--- src/include/acc_defs.svh ---
`ifndef ACC_DEFS_SVH
`define ACC_DEFS_SVH

//////////////////////////////////////////////////////////////
// Array geometry
//////////////////////////////////////////////////////////////

// Processing elements feeding the array
`define ACC_PE_NUM 16

// Lanes per PE, one reducer column each
`define ACC_LANES 16

// Width of one partial sum
`define ACC_DATA_W 16

//////////////////////////////////////////////////////////////
// Pipeline timing
//////////////////////////////////////////////////////////////

// Adder levels, log2 of ACC_PE_NUM
`define ACC_TREE_DEPTH 4

// Input register + tree levels + output register
`define ACC_LATENCY (`ACC_TREE_DEPTH + 2)

`endif
--- src/hdl/acc_pkg.sv ---
`include "acc_defs.svh"

package acc_pkg;

	//////////////////////////////////////////////////////////////
	// Partial-sum datatypes
	//////////////////////////////////////////////////////////////

	// One 16-bit two's-complement partial sum
	typedef logic [`ACC_DATA_W-1:0] psum_t;

	// One PE row, one column or the output vector
	// Element c sits at bits 16c upward
	typedef psum_t [`ACC_LANES-1:0] psum_vec_t;

	// Full block from the PE grid, element p is PE p
	typedef psum_vec_t [`ACC_PE_NUM-1:0] psum_mat_t;

endpackage

--- src/hdl/column_reduce_tree.sv ---
`timescale 1ns/10ps

`include "acc_defs.svh"

module column_reduce_tree #(
	parameter int DEPTH = `ACC_TREE_DEPTH
) (
	input  logic              clk,
	input  logic              rst_n,
	input  logic              in_valid,
	input  acc_pkg::psum_vec_t in_col,
	output logic              out_valid,
	output acc_pkg::psum_t    out_sum
);

	import acc_pkg::*;

	// Number of values summed by the tree
	localparam int N = 1 << DEPTH;

	//////////////////////////////////////////////////////////////
	// Tree layout
	//////////////////////////////////////////////////////////////

	// Heap numbering, node k sums nodes 2k and 2k+1
	// Nodes 1..N-1 are adders with a register each
	// Nodes N..2N-1 are the column inputs themselves
	// Since the tree is balanced every level lands on the same edge

	psum_t node_q [1:N-1];

	// Child view of the tree, leaves and registered adder outputs
	psum_t node [2:2*N-1];

	// One valid bit per adder level
	logic [DEPTH-1:0] vld_q;

	if (N > `ACC_LANES) begin : g_size_check
		$error("column_reduce_tree: 2**DEPTH exceeds the column width");
	end

	always_comb begin
		for (int k = N; k < 2 * N; k++) begin
			node[k] = in_col[k - N];
		end
		for (int k = 2; k < N; k++) begin
			node[k] = node_q[k];
		end
	end

	//////////////////////////////////////////////////////////////
	// Adder levels
	//////////////////////////////////////////////////////////////

	// Sums wrap at 16 bits so the result does not depend on order
	always_ff @(posedge clk or negedge rst_n) begin
		if (!rst_n) begin
			for (int k = 1; k < N; k++) begin
				node_q[k] <= '0;
			end
		end else begin
			for (int k = 1; k < N; k++) begin
				node_q[k] <= node[2 * k] + node[2 * k + 1];
			end
		end
	end

	// Valid travels one level per cycle next to the data
	always_ff @(posedge clk or negedge rst_n) begin
		if (!rst_n) begin
			vld_q <= '0;
		end else begin
			vld_q <= (vld_q << 1) | DEPTH'(in_valid);
		end
	end

	assign out_valid = vld_q[DEPTH-1];
	assign out_sum   = node_q[1];

	//////////////////////////////////////////////////////////////
	// Checks
	//////////////////////////////////////////////////////////////

	// An X on a valid column would spread into the sum DEPTH cycles later
	a_col_known: assert property (
		@(posedge clk) disable iff (!rst_n)
		in_valid |-> !$isunknown(in_col)
	) else $error("column_reduce_tree: unknown bits on a valid column");

endmodule

--- config.mk ---
export PLATFORM = sky130hd
export DESIGN_NAME = column_reduce_tree
export DESIGN_NICKNAME = d
export VERILOG_FILES = /design/src/hdl/acc_pkg.sv /design/src/hdl/column_reduce_tree.sv
export VERILOG_INCLUDE_DIRS = /design/src /design/src/include
export SDC_FILE = /design/constraint.sdc
export NUM_CORES = 1
export LEC_CHECK = 0
export BUFFER_PORTS_ARGS = -buffer_cell sky130_fd_sc_hd__buf_2
export CAP_MARGIN = 5
export CORE_MARGIN = 2
export CORE_UTILIZATION = 25
export CTS_CLUSTER_DIAMETER = 60
export DETAILED_ROUTE_END_ITERATION = 7
export GPL_TIMING_DRIVEN = 0
export PLACE_DENSITY = 0.52
export SLEW_MARGIN = 0
export SYNTH_ARGS = -nofsm -noshare
export SYNTH_HDL_FRONTEND = slang
export SYNTH_SLANG_ARGS = --single-unit
--- constraint.sdc ---
create_clock -name clk -period 3.55 [get_ports clk]
set_input_delay 0.71 -clock clk [delete_from_list [all_inputs] [get_ports clk]]
set_output_delay 0.71 -clock clk [all_outputs]
set_load 0.005 [all_outputs]
Word level (Yosys, flattened, before mapping)
Index checks and enable logic that the tools add are counted.

Word-level logic and storage cells: 32. RAM bits: 0. Memories kept: 0. Flip-flop bits (word level): 244. Bits in latches: 0. Bits in read-only memories: 0. Output and inout bits: 17.

Div/mod/pow operators: 0. Add/sub/neg operators: 15. Shift operators: 0. Equality and inequality tests: 0. Mux-type cells: 0. Bitwise operators: 1. Order comparisons: 0. Reduce and logical (&&, ||, !) cells: 0. $mul: 0.

Operators by type and width (count): 16-bit adder (15); 4-bit by 1-bit OR with 4-bit output (1).

Depth between registers and ports, before layout
Depth after elaboration: 1. Gate-level depth with buffers: 8.

Worst setup path after synthesis
OpenSTA, ideal clock, no wires.

Path type: in2reg. From: in in_col[64] (netlist name). To: reg node_q, in the netlist node[348]. Path buffers: 0. Slack: 0.925 ns. Cell stages on the path: 8. Setup time: 0.070 ns. Data arrival time: 2.556 ns. Cell sequence: ha_1 -> fa_1 -> a211oi_2 -> o21ai_1 -> a211oi_2 -> o21ai_0 -> a2111oi_0 -> nand3b_1.

Longest elaborated chain between the ends: 1.

RTL lines: start: declaration (RTL line column_reduce_tree.sv:11) `input acc_pkg::psum_vec_t in_col,`; 16-bit adder (RTL line column_reduce_tree.sv:63) `node_q[k] <= node[2 * k] + node[2 * k + 1];`; end signal: indexed assignment (RTL line column_reduce_tree.sv:63); end: declaration (RTL line column_reduce_tree.sv:30) `psum_t node_q [1:N-1];`.

No other way between the ends.

Final worst setup path
Same ends and word-level chain as after synthesis.

==> run metrics <==
CP Cell Sequence buf_2 -> ha_1 -> fa_1 -> a211oi_2 -> o21ai_1 -> a211oi_2 -> o21ai_0 -> a2111oi_0 -> nand3b_1; # IOs 276; initial drt markers roughly 520; post-DR vias/cell 4.73; drt drc 0; post-synth top area share 36.2%; largest net degree at the start of global routing between 100 and 150; DP Worst Slack roughly 0.48 ns; Final period util about 74%; Slew HR 54.8%; Top FF cell, synth dfrtp_1; Worst Setup End Kind flip-flop; Overflow after GRT 0; remaining antenna violation count after routing 0; Post-CTS Hold Buffers 0; fin cells approximately 2900; routed vias 13805; H-tree level count 2; Worst Skew around 0.013 ns; final setup fails 0; cell area after synthesis 16900 um2; Area Overhead vs Synth 21.7%; final hold violation count 0; placed instance count 2860; IO buf count around 280; Post-Synthesis Cells 1710; RSZ-0062 raised after global routing false; Post-synth ARST share 100%; fin nets approximately 2500; Switching Share between 40% and 50%; Worst-path clk slew around 0.060 ns; Leak between 9 and 10 nW; worst min-delay path class primary input to asynchronous set/reset pin; max incr delay on CP 0.44 ns; crit path launch type primary input; Die Height 264 um; outcome finished clean; Worst R2R Setup Slack 0.96 ns; minimum hold slack 0.0468 ns; antenna violations before repair 1; Clk pwr share 21.6%; critical path type primary input to flip-flop; most frequent CP cell a211oi_2; Initial Util 25.2%; proportion of layout cells with a drive suffix above 1 19.2%; clk_lat worst skew ~0.53 ns; Flop pwr share 27.4%; Worst Path Max Fanout 3; Routed wire per std cell 15.1 um; most frequent cells after synthesis 244 x dfrtp_1, 225 x ha_1, 166 x a21oi_1, 137 x nor2_1, 119 x xnor2_1; Achievable Freq 383 MHz; most instantiated library cell after synthesis dfrtp_1; Net Switching 6.40 mW; crit path DAT 3.07 ns; Fillers 7026; Max Cap Violations 0; routability-driven placement congestion ratio 0.838; Comb pwr share 51.0%; postcts setup bufs 0; R2R depth 8; area leader, netlist dfrtp_1; Worst Setup Slack, final 0.940 ns; number of flops mapped to enable cells by yosys 0; clock root buffer clkbuf_16; vias in the first global route 14352; first-pass GRT wire length 71800 um; clk buf depth 3; RR Startpoint node[256]$_DFF_PN0_; Synth Register Bits 244; Total Wirelength ~44000 um; required time worst endpoint approximately 4.0 ns; syn_nets ~2200; worst vdd ir 0.351 mV; Yosys cell types 73; Die W 264 um; CTS tree yes; DIE AREA 69600 um2; Diodes inserted 0; GRT Overall Usage 12.6%; TritonCTS buffer count 35; Core ar. 67000 um2; Warnings, synthesis 0; max-slew violations 0; Worst-Margin Slew 0.679 ns; power per cell area 768 nW/um2; Fin Setup TNS 0 ns; post-synthesis sequential area ratio a little over a third; total power 15.8 mW; Int Power 9.39 mW; Final min period 2.61 ns; first drt pass iteration count 5; top cells by area, synth dfrtp_1 36%, ha_1 17%, xnor2_1 6.2%, a21oi_1 4.9%, nor2_1 3.0%; Max stage delay cell, worst path fa_1; post_cts resized 0; Mean Syn Cell Area 9.87 um2; RR Endpoint node[396]$_DFF_PN0_; HPWL after detailed placement 35600 um; clock sink count 244; row count 95
-- cell families (layout without fill, tap and decap cells) --
family | after synthesis | after routing | share of synthesized area [%]
xor+xnor | 177 | 177 | 9.18
flops | 244 | 244 | 36.2
buf+inv | 68 | 406 | 1.51
mux | 4 | 4 | 0.252
fa+ha+maj | 240 | 240 | 18.5
compound gates | 516 | 516 | 20.9
simple gates | 461 | 461 | 13.5
-- flip-flops by register name (all words and copies together), names as in the netlist --
register and count:
node 224, out_sum 16, vld_q 4
-- cell type report --
type / instances / area, um2 / share of cell area, %
well taps: 873 / 1090 / 5.32
clock buffers: 43 / 978 / 4.76
repair buffers: 277 / 1440 / 7.01
inverters: 56 / 210 / 1.02
plain buffers: 12 / 45.0 / 0.219
clock inverters: 18 / 159 / 0.773
flip-flops and latches: 244 / 6110 / 29.7
multi-input cells: 1398 / 10500 / 51.2
-- how the worst max path moves through the flow --
stage | depth (start not counted) | from | slack (ns) | to
after CTS | 8 | node[416]$_DFF_PN0_ | 0.95 | node[478]$_DFF_PN0_
after global placement | 1 | rst_n | -2.65 | vld_q[3]$_DFF_PN0_
after global routing | 8 | node[256]$_DFF_PN0_ | 0.76 | node[396]$_DFF_PN0_
final | 9 | in_col[64] | 0.94 | node[348]$_DFF_PN0_
after detailed placement | 9 | in_col[64] | 0.48 | node[348]$_DFF_PN0_
after floorplan | 8 | in_col[64] | 0.92 | node[348]$_DFF_PN0_
-- layout by cell type, fill, tap and decap left out, types with 37 or more instances in the layout --
cell type  synthesis  routed
buf_2              0     274
dfrtp_1          244     244
ha_1             225     225
a21oi_1          166     166
nor2_1           137     137
xnor2_1          119     119
nand2_1           78      78
o21ai_0           74      74
xor2_1            58      58
inv_1             55      55
a21o_1            55      55
nor3_1            52      52
nand3_1           40      40
nor2b_1           39      39
clkbuf_16          0      37
-- worst max-delay path, delay by kind of cell --
kind,cells,cell delay [ns]
AO/OA/AOI/OAI,5,1.45
buffers and inverters,1,0.10
adder cells (fa/ha/maj),2,0.66
AND/OR/NAND/NOR,1,0.16
-- stage by stage --
stage / util [%] / instance area, um2
after floorplan: - / 16900
after CTS: 30.7 / 20500
after global routing: 30.7 / 20500
final: 30.7 / 20500
after global placement: 28.9 / 19300
after detailed placement: 29.0 / 19400
-- per-layer routing --
metal / GRT usage [%] / wire length, um
met5: 0 / 0
met4: 3.99 / 927
met3: 1.74 / 1440
met2: 20.8 / 20300
met1: 16.9 / 21600
-- power by group through the flow --
| stage | sequential [mW] | combinational [mW] | clock (mW) |
|---|---|---|---|
| after detailed placement | 4.40 | 8.05 | 0 |
| final | 4.33 | 8.05 | 3.41 |
| after global routing | 4.43 | 9.11 | 3.66 |
| after global placement | 4.41 | 7.92 | 0 |
| after CTS | 4.36 | 8.11 | 3.56 |
| after floorplan | 4.13 | 6.11 | 0 |
No activity file was read; power rests on OpenSTA's default activity.
