<file path="src/include/acc_defs.svh">
`ifndef ACC_DEFS_SVH
`define ACC_DEFS_SVH

//////////////////////////////////////////////////////////////
// Array geometry
//////////////////////////////////////////////////////////////

// Processing elements feeding the array
`define ACC_PE_NUM 16

// Lanes per PE, one reducer column each
`define ACC_LANES 16

// Width of one partial sum
`define ACC_DATA_W 16

//////////////////////////////////////////////////////////////
// Pipeline timing
//////////////////////////////////////////////////////////////

// Adder levels, log2 of ACC_PE_NUM
`define ACC_TREE_DEPTH 4

// Input register + tree levels + output register
`define ACC_LATENCY (`ACC_TREE_DEPTH + 2)

`endif
</file>
<file path="src/hdl/acc_pkg.sv">
`include "acc_defs.svh"

package acc_pkg;

	//////////////////////////////////////////////////////////////
	// Partial-sum datatypes
	//////////////////////////////////////////////////////////////

	// One 16-bit two's-complement partial sum
	typedef logic [`ACC_DATA_W-1:0] psum_t;

	// One PE row, one column or the output vector
	// Element c sits at bits 16c upward
	typedef psum_t [`ACC_LANES-1:0] psum_vec_t;

	// Full block from the PE grid, element p is PE p
	typedef psum_vec_t [`ACC_PE_NUM-1:0] psum_mat_t;

endpackage

</file>
<file path="src/hdl/vector_collect.sv">
`timescale 1ns/10ps

`include "acc_defs.svh"

module vector_collect (
	input  logic               clk,
	input  logic               rst_n,
	input  logic [`ACC_LANES-1:0] sum_valid,
	input  acc_pkg::psum_t     col_sum [`ACC_LANES],
	output logic               out_valid,
	output acc_pkg::psum_vec_t out_vector
);

	// All columns finish together
	logic all_valid;

	assign all_valid = &sum_valid;

	//////////////////////////////////////////////////////////////
	// Output register
	//////////////////////////////////////////////////////////////

	always_ff @(posedge clk or negedge rst_n) begin
		if (!rst_n) begin
			out_valid <= 1'b0;
		end else begin
			out_valid <= all_valid;
		end
	end

	// Vector only changes when a complete result arrives
	always_ff @(posedge clk or negedge rst_n) begin
		if (!rst_n) begin
			out_vector <= '0;
		end else if (all_valid) begin
			for (int c = 0; c < `ACC_LANES; c++) begin
				out_vector[c] <= col_sum[c];
			end
		end
	end

	// Columns drifting apart would make the AND lose a whole block
	a_cols_aligned: assert property (
		@(posedge clk) disable iff (!rst_n)
		(sum_valid == '0) || (sum_valid == '1)
	) else $error("vector_collect: column valids out of step %b", sum_valid);

endmodule

</file>
<file path="config.mk">
export PLATFORM = sky130hd
export DESIGN_NAME = vector_collect
export DESIGN_NICKNAME = d
export VERILOG_FILES = /design/src/hdl/acc_pkg.sv /design/src/hdl/vector_collect.sv
export VERILOG_INCLUDE_DIRS = /design/src /design/src/include
export SDC_FILE = /design/constraint.sdc
export NUM_CORES = 1
export LEC_CHECK = 0
export ABC_CLOCK_PERIOD_IN_PS = 2000
export BUFFER_PORTS_ARGS = -buffer_cell sky130_fd_sc_hd__buf_2
export CORE_AREA = 2 2 205 207
export CTS_CLUSTER_DIAMETER = 50
export DETAILED_ROUTE_END_ITERATION = 12
export DIE_AREA = 0 0 207 209
export MAX_ROUTING_LAYER = met4
export PLACE_DENSITY = 0.47
export SKIP_CTS_REPAIR_TIMING = 1
export SYNTH_ARGS = -nofsm -noshare
export SYNTH_HDL_FRONTEND = slang
export SYNTH_SLANG_ARGS = --single-unit
</file>
<file path="constraint.sdc">
create_clock -name clk -period 2 [get_ports clk]
set_input_delay 0 -clock clk [delete_from_list [all_inputs] [get_ports clk]]
set_output_delay 0 -clock clk [all_outputs]
set_load 0.05 [all_outputs]
</file>
## Word level (Yosys, flattened, before mapping)

Cells that the tools add are included.

| storage, ports and cells | value |
|---|---|
| bits in registers | 257 |
| input bits | 274 |
| logic and storage cells | 18 |

| operators by class | value |
|---|---|
| reduce and logical (&&, ||, !) cells | 1 |

Operators with widths:

| kind | count |
|---|---|
| $reduce_and 16->1 | 1 |

## Longest topological paths before layout

Gate-level depths: netlist of run 1.

| depth | value |
|---|---|
| depth after elaboration | 1 |
| mapped depth | 5 |
| depth with buffers taken out | 3 |

## Worst setup path before layout of run 1

Ideal clock, no wire load.

| timing | value |
|---|---|
| path kind | input to register |
| start | input port sum_valid[2] |
| end | register out_vector[0] (netlist name) |
| setup time | 0.125 ns |
| arrival | 1.226 ns |
| data required time | 1.875 ns |
| slack | 0.649 ns |
| cell stages on the path | 5 |
| path buffers | 2 |
| cells stage by stage | nand4_1 > nor4_2 > buf_2 > buf_4 > mux2_2 |

| between the ends | value |
|---|---|
| longest elaborated chain between the ends | 1 |

RTL lines:

| item | line | text |
|---|---|---|
| from (decl) | vector_collect.sv:8 | `` input logic [`ACC_LANES-1:0] sum_valid, `` |
| $reduce_and 16->1 | vector_collect.sv:17 | `assign all_valid = &sum_valid;` |
| to (signal, indexed assignment) | vector_collect.sv:37 | `out_vector[c] <= col_sum[c];` |
| to (decl) | vector_collect.sv:11 | `output acc_pkg::psum_vec_t out_vector` |

Every way passes these cells.
A chain may end at the register's enable or synchronous reset.

## Worst setup path in the final report of run 1

| timing | value |
|---|---|
| start | input port sum_valid[2] |
| end | register out_vector[118] (netlist name) |

Same word-level chain as after synthesis.

==> flow_metrics.tcl, run 1 <==
set metrics [dict create \
    synth_nets 820 \
    rsz0062_at_grt "false" \
    worstSetupPathType "primary input to flip-flop" \
    relSlewSlack 0.662 \
    setup_slack_ps 790 \
    die_x_um 207 \
    avgSynthCellArea_um2 17.5 \
    yosysWarnings 0 \
    grt_max_degree 57 \
    antenna_found_initial 0 \
    grt_pass1_wl_mm 42.7 \
    ioPinCount 531 \
    cts.sinks 257 \
    synth_seq_cells 257 \
    cts_inserted_buffers 36 \
    critPathArrivalTime_ps 1600 \
    yosysTopAreaCellShare 0.673 \
    fin_skew_ps 0 \
    gr-total-overflow 0 \
    htreeDepth 2 \
    post-route-period-util 0.605 \
    port_buffers 530 \
    start_kind "primary input" \
    powerDensity_nw_per_um2 735 \
    drtPass1Iterations 4 \
    fmax_mhz 826 \
    synth_edf_count 0 \
    clk_latency_ps 500 \
    drt_iter0_markers 202 \
    max-cap-violations 0 \
    ant_nets 0 \
    synth_most_common_cell "dfrtp_1" \
    synth.area.top_cells "dfrtp_1 67%, mux2_2 30%, buf_4 1.9%" \
    fillers 3908 \
    wl_per_cell_um 15.8 \
    synth_ff_type "dfrtp_1" \
    start_util 0.231 \
    setup_tns_ps 0 \
    hold_viol 0 \
    cp.required_ps 2390 \
    clk_pin_slew_ps 50 \
    synth_top_area_cell "dfrtp_1" \
    syn_inst 546 \
    worst_pin_slew_ps 508 \
    grt_use_total 0.131 \
    die_h_um 209 \
    synth_seq_area_share 0.673 \
    via_per_inst 4.03 \
    ys_top_cells_by_count "257 x dfrtp_1, 256 x mux2_2, 24 x buf_4" \
    syn_to_final_growth_pct 75.8 \
    status "completed" \
    drc_errors 0 \
    cts_buffer_depth 3 \
    setup_viol 0 \
    post_synth_num_cell_types 6 \
    holdWs_ps 15.9 \
    finalMaxSlewViolations 0 \
    layout.nets 1637 \
    irDropWorstVdd_mv 0.633 \
    timing.final.crit_period_ps 1210 \
    synth-async-reset-ratio 1.00 \
    tritoncts "yes" \
    wirelength_mm 30.4 \
    cts-root-buf "clkbuf_16" \
    crit_path_end_kind "flip-flop" \
    dieArea_um2 43300 \
    hold_class "primary input to async pin" \
    antenna_cells 0 \
    rows 75 \
    synth.cell_area_um2 9550 \
    gp_congestion 0.768 \
    layout-drive-gt1-share 0.622 \
    dp_slack_ps 249 \
    leakage_nw 9.30 \
    grt_pass1_vias 7404 \
    crit_fanout 36 \
    coreArea_um2 41300 \
    dp_hpwl_mm 21.2 \
    num_vias 7762 \
]
through the flow:
stage               cell area [um^2]  power (mW)  cells   util
finish                         16800        12.3   1924  0.407
global route                   16800        12.9   1924  0.407
CTS                            14200        12.2   1667  0.344
detailed placement             13000        5.73   1607  0.316
global placement               13000        5.72   1607  0.316
floorplan                       9550        5.32    546      -
worst max-delay path, cell delays in order:
cell	delay [ps]
buf_2	80
nand4_1	130
nor4_4	480
buf_12	250
buf_12	240
mux2_2	380
worst paths after layout:
kind,start,to,slack [ps],cells after the start
max,sum_valid[2],out_vector[118],790,6
min,rst_n,out_vector[98],20,2
max reg2reg,out_vector[118],out_vector[118],1200,1
min reg2reg,out_vector[142],out_vector[142],500,1
max in group asynchronous,rst_n,out_vector[35],1310,3
min in group clk,sum_valid[12],out_valid,190,5
area by class of cell:
| class | count | area [um^2] | area share |
|---|---|---|---|
| multi-input combinational | 261 | 2930 | 0.174 |
| clock inverter | 12 | 156 | 0.00931 |
| tap | 539 | 674 | 0.0402 |
| timing repair buffer | 807 | 5570 | 0.332 |
| clock buffer | 48 | 1030 | 0.0612 |
| sequential | 257 | 6430 | 0.383 |
cell usage in the layout, fill, tap and decap left out, types with 4 or more instances in the layout:
master / instances
mux2_2: 256
buf_2: 529
dfrtp_1: 257
clkbuf_16: 37
nand4_1: 4
buf_4: 5
buf_12: 15
dlygate4sd3_1: 257
clkbuf_8: 6
clkbuf_1: 5
cell families (layout without fill, tap and decap cells):
logic type / Yosys count / count (layout) / share of synthesized area
buffers and inverters: 28 / 867 / 0.0210
DFF: 257 / 257 / 0.673
muxes: 256 / 256 / 0.302
and+or+nand+nor: 5 / 5 / 0.00393
flip-flops by register name, indices dropped and copies added, names as in the netlist:
register	cells
out_valid	1
out_vector	256
power breakdown:
group          internal, mW  switching, mW  total [mW]
registers              5.21        0.00170        5.21
logic                 0.540          0.284       0.824
clock network          3.99           2.32        6.31
total                  9.74           2.60        12.3
metal layers:
metal | wire, um | global-route usage | up-vias
li1 | - | - | 3580
met1 | 12000 | 0.147 | 3809
met2 | 15700 | 0.215 | 326
met3 | 2080 | 0.0455 | 47
met4 | 713 | 0.0483 | 0
met5 | 0 | - | -
No activity file was read; power rests on OpenSTA's default activity.
==> run 2, diff against run 1 <==
- ABC_AREA: default -> 1
- ABC_CLOCK_PERIOD_IN_PS: 2000 -> 1100
- CORE_AREA: 2 2 205 207 -> 2 2 204 206
- DIE_AREA: 0 0 207 209 -> 0 0 206 208
- PLACE_DENSITY: 0.47 -> 0.5
- clock period: 2 -> 1.1 ns (I/O delays scaled with it)
==> run 2 against run 1 <==
Effect of this change: the flow now finishes with violations (hold timing, setup timing); combinational power grew 91%; design area grew 15%; clock power grew 87%; synthesized cell count grew 110%; critical path type is now flip-flop to output pin; largest cell class is now non-clock buffers; largest power group unchanged.
==> flow_metrics.tcl, run 2 <==
set metrics [dict create \
    syn_to_final_growth_pct 89.0 \
    dieArea_um2 42800 \
    crit_cells 1 \
    rr_startpoint "out_vector[91]" \
    worst_pin_slew_ps 393 \
    gp_congestion 0.844 \
    irDropWorstVdd_mv 0.988 \
    top_regs "out_vector (256), out_valid (1)" \
    grt_pass1_wl_mm 54.9 \
    synth_nets 1398 \
    final_cell_mix "520 x nand2_1, 272 x buf_2, 257 x dlygate4sd3_1, 257 x dfrtp_1, 257 x buf_6" \
    synth_most_common_cell "nand2_1" \
    worstSetupPathType "flip-flop to output pin" \
    wirelength_mm 39.8 \
    layout.nets 2221 \
    layout-drive-gt1-share 0.342 \
    path_cells "buf_6" \
    gr-total-overflow 0 \
    cpPeakStageDelay_ps 410 \
    total_power_mw 22.9 \
    drt_iter0_markers 645 \
    clk_pin_slew_ps 50 \
    yosysTopAreaCellShare 0.629 \
    largest_reg_flops 256 \
    drc_errors 0 \
    crit_family "flip-flops" \
    ant_nets 0 \
    post_synth_num_cell_types 10 \
    synth_ff_type "dfrtp_1" \
    post-route-period-util 1.00 \
    cts_inserted_buffers 36 \
    fin_skew_ps 0 \
    status "finished, violations left" \
    cts-root-buf "clkbuf_16" \
    port_buffers 530 \
    violations "hold timing, setup timing" \
    dp_slack_ps -225 \
    synth_seq_area_share 0.629 \
    finalMaxSlewViolations 0 \
    setup_viol 1 \
    antenna_found_initial 0 \
    die_x_um 206 \
    rows 74 \
    critPathArrivalTime_ps 1100 \
    r2r_end "out_vector[91]" \
    relSlewSlack 0.738 \
    grt_pass1_vias 9923 \
    placed_area_um2 13800 \
    ioPinCount 531 \
    fmax_mhz 907 \
    powerDensity_nw_per_um2 1180 \
    dp_cells 2170 \
    synth_edf_count 0 \
    cts.sinks 257 \
    clk_latency_ps 510 \
    wl_per_cell_um 15.9 \
    finalInstanceArea_um2 19300 \
    crit_end "out_vector[5]" \
    die_h_um 208 \
    grt_use_total 0.167 \
    rsz0062_at_grt "true" \
    htreeDepth 2 \
    num_vias 11100 \
    max-cap-violations 0 \
    syn_inst 1124 \
    drtPass1Iterations 5 \
    tritoncts "yes" \
    regMostFlops "out_vector" \
    timing.final.crit_period_ps 1100 \
    yosysWarnings 0 \
    hold_viol 15 \
    worst-path-buf-inv 1 \
    synth_seq_cells 257 \
    synth.area.top_cells "dfrtp_1 63%, nand2_1 19%, o21ai_0 12%" \
    crit_path_end_kind "output pin" \
    synth_top_area_cell "dfrtp_1" \
    layout.cells.non_filler 2505 \
    layout_commonest_cell "nand2_1" \
    crit_fanout 2 \
    via_per_inst 4.41 \
    hold_class "primary input to async pin" \
    synth.cell_area_um2 10200 \
    cp_slowest_cell "dfrtp_1" \
    reg2reg_depth 3 \
    setup_slack_ps -2.86 \
    grt_max_degree 59 \
    leakage_nw 10.7 \
    start_util 0.252 \
    synth-async-reset-ratio 1.00 \
    holdWs_ps -54.3 \
    ys_top_cells_by_count "522 x nand2_1, 257 x dfrtp_1, 248 x o21ai_0" \
    utilization 0.476 \
    cts_buffer_depth 3 \
    coreArea_um2 40600 \
    start_kind "flip-flop" \
    cp-startpoint "out_vector[5]" \
    cp.required_ps 1100 \
    r2r_slack_ps 300 \
    dp_hpwl_mm 26.4 \
    antenna_cells 0 \
    avgSynthCellArea_um2 9.10 \
]
[run 2: changes by cell type after synthesis, sizes merged]
cell    delta
nand2    +522
mux2     -256
nor2       +5
nor4       -1
nand4      -4
o21ai    +256
clkbuf    +52
buf        +4
[run 2: area by class of cell]
| type | instances | area [um^2] |
|---|---|---|
| Fill cell | 3655 | 21200 |
| Timing Repair Buffer | 869 | 7710 |
| Sequential cell | 257 | 6430 |
| Multi-Input combinational cell | 783 | 3290 |
| Clock buffer | 49 | 1050 |
| Tap cell | 532 | 666 |
| Clock inverter | 15 | 175 |
[run 2: through the flow]
stage               hold slack [ps]  TNS [ps]
CTS                            -700    -18640
finish                        -54.3     -2.86
global placement               -119    -35620
detailed placement             -122    -40700
global route                  -55.0     -5060
floorplan                      -296         0
[run 2: routing by layer]
layer	GRT usage	share of wire	wire (um)	vias to the layer above
met5	-	0	0	-
met4	0.0456	0.026	1050	0
met3	0.0450	0.076	3030	72
met2	0.273	0.50	19900	460
met1	0.202	0.40	15800	5277
li1	-	-	-	5244
[run 2: logic make-up (layout without fill, tap and decap cells)]
group	count (synthesis)	count (layout)	synth area share
flops	257	257	0.629
simple gates	527	527	0.195
buf+inv	84	933	0.0505
compound gates	256	256	0.125
[run 2: how the worst min path moves through the flow]
stage,cells past startpoint,slack (ps),from,end
2_1_floorplan,0,-300,rst_n,out_valid
3_3_place_gp,1,-120,rst_n,out_vector[112]
3_5_place_dp,1,-120,rst_n,out_vector[13]
4_1_cts,1,-700,rst_n,out_vector[13]
5_1_grt,2,-50,rst_n,out_vector[112]
6_report,2,-50,rst_n,out_vector[112]
[run 2: power breakdown]
group          total (mW)  switching [mW]  internal [mW]
Combinational        1.57           0.567          0.999
Sequential           9.47         0.00454           9.47
Clock                11.8            4.41           7.43
